### config.mk
export PLATFORM = sky130hd
export DESIGN_NAME = blit_data_top
export DESIGN_NICKNAME = d
export VERILOG_FILES = /design/src/logic/blit_data_pkg.sv /design/src/logic/blit_data_top.sv /design/src/logic/phrase_load.sv /design/src/logic/pixel_alu.sv /design/src/logic/source_align.sv /design/src/logic/write_data_mux.sv
export SDC_FILE = /design/constraint.sdc
export NUM_CORES = 1
export LEC_CHECK = 0
export ABC_CLOCK_PERIOD_IN_PS = 6700
export BUFFER_PORTS_ARGS = -buffer_cell sky130_fd_sc_hd__buf_4
export CAP_MARGIN = 25
export CORE_AREA = 2 2 183 185
export CTS_BUF_LIST = sky130_fd_sc_hd__clkbuf_8
export DETAILED_ROUTE_END_ITERATION = 12
export DIE_AREA = 0 0 185 187
export GPL_TIMING_DRIVEN = 0
export PLACE_DENSITY = 0.8
export SYNTH_ARGS = -nofsm -noshare
export SYNTH_HDL_FRONTEND = slang
export SYNTH_SLANG_ARGS = --single-unit
### constraint.sdc
create_clock -name sys_clk -period 6.7 [get_ports sys_clk]
set_input_delay 0.67 -clock sys_clk [delete_from_list [all_inputs] [get_ports sys_clk]]
set_output_delay 0.67 -clock sys_clk [all_outputs]
set_load 0.02 [all_outputs]
### src/logic/blit_data_pkg.sv
// Blitter phrase data path types shared by the loader, aligner, ALU and write mux
package blit_data_pkg;

	// Bytes per 64-bit memory phrase
	localparam int PHRASE_BYTES = 8;

	// One memory phrase, byte 0 in bits 7:0
	typedef logic [PHRASE_BYTES*8-1:0] phrase_t;

	// Half phrase, the width of the GPU data bus
	typedef logic [31:0] half_t;

	// One bit per phrase byte, for compare results and write inhibit
	typedef logic [PHRASE_BYTES-1:0] byte_mask_t;

	// Per-half load enables, bit 0 is the low half
	typedef logic [1:0] half_en_t;

	// Source alignment in whole bytes
	typedef logic [2:0] byte_shift_t;

	// Logic function truth table, indexed by {source, dest}
	typedef logic [3:0] lfu_func_t;

	// Write phrase source
	typedef enum logic [1:0] {
		WR_LFU     = 2'd0,
		WR_PATTERN = 2'd1,
		WR_DEST    = 2'd2,
		WR_SOURCE  = 2'd3
	} wr_sel_e;

endpackage

### src/logic/blit_data_top.sv
// Blitter phrase data path top level joining the loader, source aligner, ALU and write mux
module blit_data_top
	import blit_data_pkg::*;
(
	input  logic        sys_clk,
	input  logic        rst_n,

	// Load side
	input  half_t       gpu_din,
	input  phrase_t     mem_data,
	input  logic        mem_sel,
	input  logic        load_strobe,
	input  half_en_t    srcd_ld,
	input  half_en_t    dstd_ld,
	input  half_en_t    patd_ld,
	input  logic        srcd_read,

	// Processing controls
	input  byte_shift_t src_shift,
	input  lfu_func_t   lfu_func,
	input  logic        cmp_dst,

	// Write side
	input  wr_sel_e     data_sel,
	input  logic        data_ena,
	input  byte_mask_t  dbinh_n,

	output phrase_t     wdata_out,
	output logic        wdata_oe,
	output byte_mask_t  dcomp
);

	phrase_t src_cur;
	phrase_t src_prev;
	phrase_t dest;
	phrase_t pattern;
	phrase_t src_aligned;
	phrase_t lfu_out;

	phrase_load i_phrase_load (
		.sys_clk     (sys_clk),
		.rst_n       (rst_n),
		.gpu_din     (gpu_din),
		.mem_data    (mem_data),
		.mem_sel     (mem_sel),
		.load_strobe (load_strobe),
		.srcd_ld     (srcd_ld),
		.srcd_read   (srcd_read),
		.dstd_ld     (dstd_ld),
		.patd_ld     (patd_ld),
		.src_cur     (src_cur),
		.src_prev    (src_prev),
		.dest        (dest),
		.pattern     (pattern)
	);

	source_align i_source_align (
		.src_cur     (src_cur),
		.src_prev    (src_prev),
		.src_shift   (src_shift),
		.src_aligned (src_aligned)
	);

	pixel_alu i_pixel_alu (
		.src_aligned (src_aligned),
		.dest        (dest),
		.pattern     (pattern),
		.lfu_func    (lfu_func),
		.cmp_dst     (cmp_dst),
		.lfu_out     (lfu_out),
		.dcomp       (dcomp)
	);

	write_data_mux i_write_data_mux (
		.sys_clk     (sys_clk),
		.rst_n       (rst_n),
		.lfu_out     (lfu_out),
		.pattern     (pattern),
		.dest        (dest),
		.src_aligned (src_aligned),
		.data_sel    (data_sel),
		.data_ena    (data_ena),
		.dbinh_n     (dbinh_n),
		.wdata_out   (wdata_out),
		.wdata_oe    (wdata_oe)
	);

endmodule

### src/logic/phrase_load.sv
// Phrase loader choosing memory or GPU data and holding the source, dest and pattern registers
module phrase_load
	import blit_data_pkg::*;
(
	input  logic     sys_clk,
	input  logic     rst_n,
	input  half_t    gpu_din,
	input  phrase_t  mem_data,
	input  logic     mem_sel,
	input  logic     load_strobe,
	input  half_en_t srcd_ld,
	input  logic     srcd_read,
	input  half_en_t dstd_ld,
	input  half_en_t patd_ld,
	output phrase_t  src_cur,
	output phrase_t  src_prev,
	output phrase_t  dest,
	output phrase_t  pattern
);

	phrase_t load_data;
	half_en_t src_en;
	half_en_t dst_en;
	half_en_t pat_en;
	logic src_shift_en;

	// Replace the enabled halves of a phrase with the load data
	function automatic phrase_t merge_halves(
		input phrase_t  old_val,
		input phrase_t  new_val,
		input half_en_t en
	);
		phrase_t result;
		result = old_val;
		if (en[0]) begin
			result[31:0] = new_val[31:0];
		end
		if (en[1]) begin
			result[63:32] = new_val[63:32];
		end
		return result;
	endfunction

	// GPU word goes to both halves when memory is not the source
	assign load_data = mem_sel ? mem_data : {gpu_din, gpu_din};

	// Strobe qualifies every load
	assign src_en       = load_strobe ? srcd_ld : 2'b00;
	assign dst_en       = load_strobe ? dstd_ld : 2'b00;
	assign pat_en       = load_strobe ? patd_ld : 2'b00;
	assign src_shift_en = load_strobe & srcd_read;

	always_ff @(posedge sys_clk) begin
		if (!rst_n) begin
			src_cur  <= '0;
			src_prev <= '0;
			dest     <= '0;
			pattern  <= '0;
		end else begin
			src_cur <= merge_halves(src_cur, load_data, src_en);
			dest    <= merge_halves(dest, load_data, dst_en);
			pattern <= merge_halves(pattern, load_data, pat_en);
			// Old source moves down before the new fetch lands
			if (src_shift_en) begin
				src_prev <= src_cur;
			end
		end
	end

	// The strobe comes from the blitter sequencer and must be a clean level
	a_strobe_known: assert property (
		@(posedge sys_clk) disable iff (!rst_n)
		!$isunknown(load_strobe)
	);

endmodule

### src/logic/pixel_alu.sv
// Pixel logic function unit with bytewise pattern compare
module pixel_alu
	import blit_data_pkg::*;
(
	input  phrase_t    src_aligned,
	input  phrase_t    dest,
	input  phrase_t    pattern,
	input  lfu_func_t  lfu_func,
	input  logic       cmp_dst,
	output phrase_t    lfu_out,
	output byte_mask_t dcomp
);

	phrase_t cmp_data;

	// Each term picks one truth-table entry, index is {s, d}
	assign lfu_out = ({64{lfu_func[3]}} &  src_aligned &  dest)
	               | ({64{lfu_func[2]}} &  src_aligned & ~dest)
	               | ({64{lfu_func[1]}} & ~src_aligned &  dest)
	               | ({64{lfu_func[0]}} & ~src_aligned & ~dest);

	// Pattern is compared against dest or the aligned source
	assign cmp_data = cmp_dst ? dest : src_aligned;

	always_comb begin
		for (int i = 0; i < PHRASE_BYTES; i++) begin
			dcomp[i] = (pattern[i*8 +: 8] == cmp_data[i*8 +: 8]);
		end
	end

endmodule

### src/logic/source_align.sv
// Source byte shifter building one aligned phrase from the current and previous fetches
module source_align
	import blit_data_pkg::*;
(
	input  phrase_t     src_cur,
	input  phrase_t     src_prev,
	input  byte_shift_t src_shift,
	output phrase_t     src_aligned
);

	localparam int PAIR_BITS = 2 * PHRASE_BYTES * 8;

	logic [PAIR_BITS-1:0] src_pair;
	logic [PAIR_BITS-1:0] src_shifted;
	logic [5:0] shift_bits;

	// Newer fetch sits above the older one
	assign src_pair = {src_cur, src_prev};

	// Whole-byte shift amount
	assign shift_bits = {src_shift, 3'b000};

	assign src_shifted = src_pair >> shift_bits;

	// Low phrase straddles the two fetches
	assign src_aligned = src_shifted[PHRASE_BYTES*8-1:0];

endmodule

### src/logic/write_data_mux.sv
// Write phrase mux with per-byte inhibit and output register
module write_data_mux
	import blit_data_pkg::*;
(
	input  logic       sys_clk,
	input  logic       rst_n,
	input  phrase_t    lfu_out,
	input  phrase_t    pattern,
	input  phrase_t    dest,
	input  phrase_t    src_aligned,
	input  wr_sel_e    data_sel,
	input  logic       data_ena,
	input  byte_mask_t dbinh_n,
	output phrase_t    wdata_out,
	output logic       wdata_oe
);

	phrase_t sel_data;
	phrase_t masked_data;

	always_comb begin
		case (data_sel)
			WR_PATTERN: sel_data = pattern;
			WR_DEST:    sel_data = dest;
			WR_SOURCE:  sel_data = src_aligned;
			default:    sel_data = lfu_out;
		endcase
	end

	// Inhibited bytes write back what is already in memory
	always_comb begin
		for (int i = 0; i < PHRASE_BYTES; i++) begin
			masked_data[i*8 +: 8] = dbinh_n[i] ? sel_data[i*8 +: 8] : dest[i*8 +: 8];
		end
	end

	always_ff @(posedge sys_clk) begin
		if (!rst_n) begin
			wdata_out <= '0;
			wdata_oe  <= 1'b0;
		end else begin
			wdata_oe <= data_ena;
			// Holds between writes
			if (data_ena) begin
				wdata_out <= masked_data;
			end
		end
	end

	// Bus must be released as soon as reset has been seen
	a_oe_reset: assert property (
		@(posedge sys_clk) !rst_n |=> !wdata_oe
	);

	// Output enable tracks the write request one cycle late
	a_oe_follow: assert property (
		@(posedge sys_clk) disable iff (!rst_n)
		1'b1 |=> (wdata_oe == $past(data_ena))
	);

endmodule

==> impl_metrics.yaml, run 1 <==
run:
  cap_violations: 0
place:
  placed_cells: 2791
  pre_cts_slack_ns: 2.40
  placed_cell_area_mm2: 0.0212
  dpl.hpwl_mm: 71.2
  gp_congestion: 1.09
  portBuffers: 188
yosys:
  yosysTopAreaCell: "dfxtp_1"
  synth-seq-area-share_pct: 33.4
  synth.top_cell.area_share_pct: 33.4
  syn_nets: 2281
  synthXorXnorAreaFrac_pct: 5.47
  yosys_register_bits: 321
  synth-async-reset-ratio_pct: 0
  syn_area_per_cell_um2: 8.92
  syn_area_mm2: 0.0192
  synthAdderAreaFrac_pct: 0
  ys_types: 53
  synth_compound_area_share_pct: 20.7
  synthMuxAreaShare_pct: 21.3
  syn_inst: 2155
  synth_area_leaders: "dfxtp_1 33%, mux4_2 9.7%, a211oi_1 7.9%"
  synthSimpleGateAreaFrac_pct: 14.0
  synth-main-ff-cell: "dfxtp_1"
  yosys_warnings: 0
  synth_top_family_by_area: "multiplexers"
  synth-edff-count: 0
worst_setup_path:
  max_stage_delay_ns: 0.80
  arrival_ns: 3.75
  worstPathRequired_ns: 6.03
  reg2reg_depth: 6
  critPathCaptureType: "primary output"
  reg2reg_to: "i_write_data_mux.wdata_out[1]"
  path_max_fanout: 10
  r2r_slack_ns: 3.91
  worstPathCellList: "buf_4, buf_2, buf_2, buf_4, mux2i_1, xor2_1, nand4_1, nor4_1, a41o_1, buf_4"
  worst_setup_path_start_kind: "input port"
  critPathSlowestCell: "mux2i_1"
  path_class: "input port to primary output"
  reg2reg_from: "i_phrase_load.src_prev[17]"
  path_common_cell: "buf_4"
clocking:
  clockBufferDepth: 3
  clk_pin_slew_ns: 0.07
  clock_latency_ns: 0.69
  root_buffer: "clkbuf_8"
  cts_inserted_buffers: 55
  ctsResizeCount: 0
  htreeDepth: 2
  cts_tree: "done"
  clkSinkCount: 321
  cts_setup_buffers: 0
  cts_hold_buf: 0
detailed_routing:
  num_vias: 20674
  wire_per_inst_um: 31.6
  firstDrtPassIters: 10
  drcViolationCount: 0
  ant_nets: 0
  wl_mm: 91.4
  post_drt_via_cell_ratio: 7.13
  dr.first_iter.drc_count: 3332
sta:
  fin_crit_sh_pct: 66.0
  max_freq_ghz: 0.226
  period_needed_ns: 4.42
  finalClockSkew_ns: 0.0202
  setup_slack_ns: 2.28
  grt_setup_unrepaired: "no"
  hold_violations: 0
  setup_viol: 0
  drv_slew: 0
  timing.slew.headroom_pct: 26.1
  worstMarginPinSlew_ns: 1.08
  fin_setup_tns_ns: 0
cells_and_area:
  seqCellArea_mm2: 0.00643
  multiInputGateArea_mm2: 0.0118
  final_net_count: 2528
  layout.cells.non_filler: 2898
  fill_cells: 2652
  areaGrowthSynthToFinish_pct: 17.0
  layout-drive-gt1-share_pct: 18.8
  final_common_cell: "dfxtp_1"
  layout_common_cells: "321 x dfxtp_1, 268 x nand2_1, 231 x nor2_1, 203 x a211oi_1, 194 x a21oi_1"
  fin_area_mm2: 0.0225
run_status:
  status: "complete, no violations"
floorplanning:
  dieArea_mm2: 0.0346
  fp.dieW_um: 185
  die_h_um: 187
  rows: 67
  core_mm2: 0.0329
  pin_count: 199
  initial_core_util_pct: 58.5
global_routing:
  grt_pass1_wl_mm: 131
  track_usage_pct: 52.5
  grt_antenna_before_repair: 3
  overflow: 0
  grt_pass1_vias: 19449
  grt_max_degree: 16
min_path:
  holdCritStartpoint: "dbinh_n[0]"
  min_path_cells: 3
  hold_end: "i_write_data_mux.wdata_out[5]"
  holdCritPathClass: "input port to flop"
pwr:
  p_per_area_mw_per_mm2: 242
  finalPower_mw: 5.43
  ir_drop_v: 0.000214
  p_leak_nw: 8.60
-- final cells by class --
class | count | share of cell area, %
diodes | 2 | 0.0223
clock buffers | 66 | 4.04
well taps | 448 | 2.49
multi-input cells | 1615 | 52.7
flip-flops and latches | 321 | 28.6
repair buffers | 190 | 6.41
clock inverters | 37 | 1.54
inverters | 8 | 0.134
plain buffers | 211 | 4.14
-- kinds of logic after synthesis --
family,count (synthesis)
and+or+nand+nor,630
AOI/OAI and AO/OA,608
DFF,321
muxes,257
buffers and inverters,219
xor gates and xnor gates,120
-- flip-flops by register name, indices dropped and copies added, names as in the netlist --
register                    flops
i_phrase_load.dest             64
i_phrase_load.pattern          64
i_phrase_load.src_cur          64
i_phrase_load.src_prev         64
i_write_data_mux.wdata_oe       1
i_write_data_mux.wdata_out     64
-- power breakdown --
group	switching, mW	internal, mW	total [mW]
Clock	0.917	1.14	2.05
Sequential	0.188	2.03	2.21
Combinational	0.719	0.445	1.16
Total	1.82	3.61	5.43
-- critical path, delay by kind of cell --
kind | cells | cell delay (ns)
buffers and inverters | 5 | 1.36
multiplexers | 1 | 0.80
AND/OR/NAND/NOR | 2 | 0.43
XOR/XNOR | 1 | 0.27
AO/OA/AOI/OAI | 1 | 0.18
-- synth_stat cells, types with 4 or more instances --
cell type	n
dfxtp_1	321
nand2_1	268
nor2_1	231
a211oi_1	203
a21oi_1	194
clkbuf_1	162
mux2i_1	87
xor2_1	85
mux4_2	83
o21ai_0	56
o211ai_1	53
mux2_2	52
xnor2_1	35
nor2b_1	34
o221ai_1	28
buf_1	23
a31oi_1	22
mux4_1	21
nor3b_1	21
nand3_1	20
nor4_1	13
a22oi_1	12
and2_1	12
nand4_1	11
o22ai_1	10
buf_2	9
buf_6	9
mux2i_2	9
inv_1	8
nand2b_1	8
nor3_1	6
a211o_1	5
a41oi_1	5
buf_4	4
mux2i_4	4
o2111ai_1	4
o31ai_2	4
-- how the worst max path moves through the flow --
stage | from | endpoint | slack, ns | cells after the start
detailed placement | src_shift[0] | dcomp[5] | 2.40 | 10
floorplan | src_shift[2] | dcomp[0] | 3.22 | 8
global route | src_shift[0] | dcomp[5] | 2.30 | 10
global placement | src_shift[0] | dcomp[5] | 2.33 | 10
CTS | src_shift[0] | dcomp[5] | 2.40 | 10
finish | src_shift[0] | dcomp[5] | 2.28 | 10
-- layer usage --
metal,GRT usage (%),vias to the layer above,wire length (um)
li1,-,8462,-
met3,18.5,563,12700
met2,76.5,1903,38400
met1,61.9,9740,30600
met5,0,-,139
met4,43.3,6,9630
-- stage by stage --
step | hold WS, ns | util, %
after global routing | 0.403 | 68.4
final | 0.367 | 68.4
after global placement | 0.441 | 64.5
after CTS | 0.359 | 68.3
after detailed placement | 0.452 | 64.5
after floorplan | 0.432 | -
Note: power is estimated with default switching activity, not from simulation.
==> run 2: changes to the inputs <==
ABC_CLOCK_PERIOD_IN_PS = 3600   (was 6700)
CORE_AREA = 2 2 189 191   (was 2 2 183 185)
DIE_AREA = 0 0 191 193   (was 0 0 185 187)
PLACE_DENSITY = 0.79   (was 0.8)
clock period = 3.6 ns   (was 6.7 ns; I/O delays follow)
==> impl_metrics.yaml, run 2 (synthesis results as in run 1) <==
global_routing:
  track_usage_pct: 49.2
  grt_antenna_before_repair: 0
  overflow: 0
  grt_pass1_vias: 18729
  grt_pass1_wl_mm: 129
  grt_max_degree: 15
detailed_routing:
  drcViolationCount: 0
  wl_mm: 91.9
  wire_per_inst_um: 31.7
  dr.first_iter.drc_count: 2934
  firstDrtPassIters: 9
  num_vias: 20193
  post_drt_via_cell_ratio: 6.98
  ant_nets: 0
pwr:
  finalPower_mw: 9.58
  p_per_area_mw_per_mm2: 426
  ir_drop_v: 0.000383
  p_leak_nw: 8.47
clocking:
  clockBufferDepth: 3
  cts_inserted_buffers: 55
  cts_tree: "done"
  clk_pin_slew_ns: 0.06
  clkSinkCount: 321
  clock_latency_ns: 0.68
  root_buffer: "clkbuf_8"
  htreeDepth: 2
place:
  dpl.hpwl_mm: 71.7
  pre_cts_slack_ns: -0.478
  portBuffers: 188
  placed_cell_area_mm2: 0.0212
  gp_congestion: 1.10
cells_and_area:
  fin_area_mm2: 0.0225
  areaGrowthSynthToFinish_pct: 16.8
  final_net_count: 2527
  antenna_cells: 0
  layout-drive-gt1-share_pct: 19.1
  fin_util_pct: 64.2
  final_common_cell: "dfxtp_1"
  layout_common_cells: "321 x dfxtp_1, 268 x nand2_1, 231 x nor2_1, 203 x a211oi_1, 194 x a21oi_1"
worst_setup_path:
  critPathCaptureType: "primary output"
  worstPathCellList: "mux4_2, mux2i_1, xor2_1, nand4_1, o31ai_2, buf_4"
  path_max_fanout: 6
  arrival_ns: 3.27
  worstPathRequired_ns: 3.24
  reg2reg_depth: 5
  critPathSlowestCell: "mux2i_1"
  path_class: "flop to primary output"
  reg2reg_from: "i_phrase_load.src_prev[62]"
  max_stage_delay_ns: 0.93
  crit_path_end: "dcomp[4]"
  worstSetupStartpoint: "i_phrase_load.src_prev[61]"
  r2r_slack_ns: 0.95
  reg2reg_to: "i_write_data_mux.wdata_out[38]"
  worst_setup_path_start_kind: "flop"
floorplanning:
  initial_core_util_pct: 55.0
  core_mm2: 0.0350
  dieArea_mm2: 0.0369
  rows: 69
  die_h_um: 193
  fp.dieW_um: 191
  pin_count: 199
sta:
  setup_slack_ns: -0.0326
  hold_violations: 0
  grt_setup_unrepaired: "yes"
  finalClockSkew_ns: 0.0277
  fin_crit_sh_pct: 101
  max_freq_ghz: 0.275
  period_needed_ns: 3.63
  timing.slew.headroom_pct: 20.1
  worstMarginPinSlew_ns: 1.16
  setup_viol: 3
  fin_setup_tns_ns: -0.0397
  drv_slew: 0
min_path:
  holdCritPathClass: "input port to flop"
run_status:
  failed_checks: "negative setup slack"
  status: "finished with violations"
run:
  cap_violations: 0
## run 2: changes by cell type in the layout (fill, tap and decap cells not counted), sizes merged
cell and delta:
clkinv -6, inv +1, bufinv -6, diode -2, clkbuf +4, buf -3
clkinvlp -4
## run 2: layout make-up
class,instances,area (um2)
Sequential cell,321,6430
Buffer,211,938
Inverter,8,30.0
Tap cell,461,577
Fill cell,2977,12500
Multi-Input combinational cell,1615,12000
Timing Repair Buffer,189,1430
Clock inverter,22,97.6
Clock buffer,68,936
## run 2: worst min-delay path by stage
stage / from / end / slack, ns / cells after the start
2_1_floorplan: i_phrase_load.src_prev[1] / i_phrase_load.src_prev[1] / 0.43 / 2
3_3_place_gp: i_phrase_load.src_prev[2] / i_phrase_load.src_prev[2] / 0.44 / 2
3_5_place_dp: i_phrase_load.src_prev[14] / i_phrase_load.src_prev[14] / 0.45 / 2
4_1_cts: rst_n / i_write_data_mux.wdata_out[26] / 0.04 / 3
5_1_grt: dbinh_n[0] / i_write_data_mux.wdata_out[5] / 0.08 / 3
6_report: rst_n / i_write_data_mux.wdata_out[26] / 0.07 / 3
## run 2: worst max-delay path: cells and delay by family (launching register included)
kind | cells | cell delay, ns
AO/OA/AOI/OAI | 1 | 0.21
XOR/XNOR | 1 | 0.20
flip-flops | 1 | 0.41
buffers and inverters | 1 | 0.19
multiplexers | 2 | 1.48
AND/OR/NAND/NOR | 1 | 0.12
## run 2: timing repair
item / in CTS / in global routing
buffers inserted: 0 / 0
resized for setup: 20 / 16
hold buffers: 0 / 0
endpoints found under the setup margin: 4 / 7
endpoints found under the hold margin: 0 / 0
## run 2: through the flow
step | instances | hold WS [ns]
after CTS | 2894 | 0.0450
after floorplan | 2155 | 0.432
after global routing | 2895 | 0.0784
after global placement | 2804 | 0.441
final | 2895 | 0.0721
after detailed placement | 2804 | 0.447
## run 2: routing by layer
metal  track usage [%]  wire [um]  up-vias
met1              59.6      32400     9668
met5                 0         26        -
met3              14.8      11800      434
li1                  -          -     8437
met4              40.5       9140        2
met2              72.5      38500     1652
## run 2: report_power, final
| part | leakage [nW] | internal (mW) | switching, mW | total, mW |
|---|---|---|---|---|
| Sequential | 2.64 | 3.77 | 0.361 | 4.13 |
| Clock | 0.593 | 1.68 | 1.58 | 3.26 |
| Combinational | 5.24 | 0.846 | 1.34 | 2.18 |
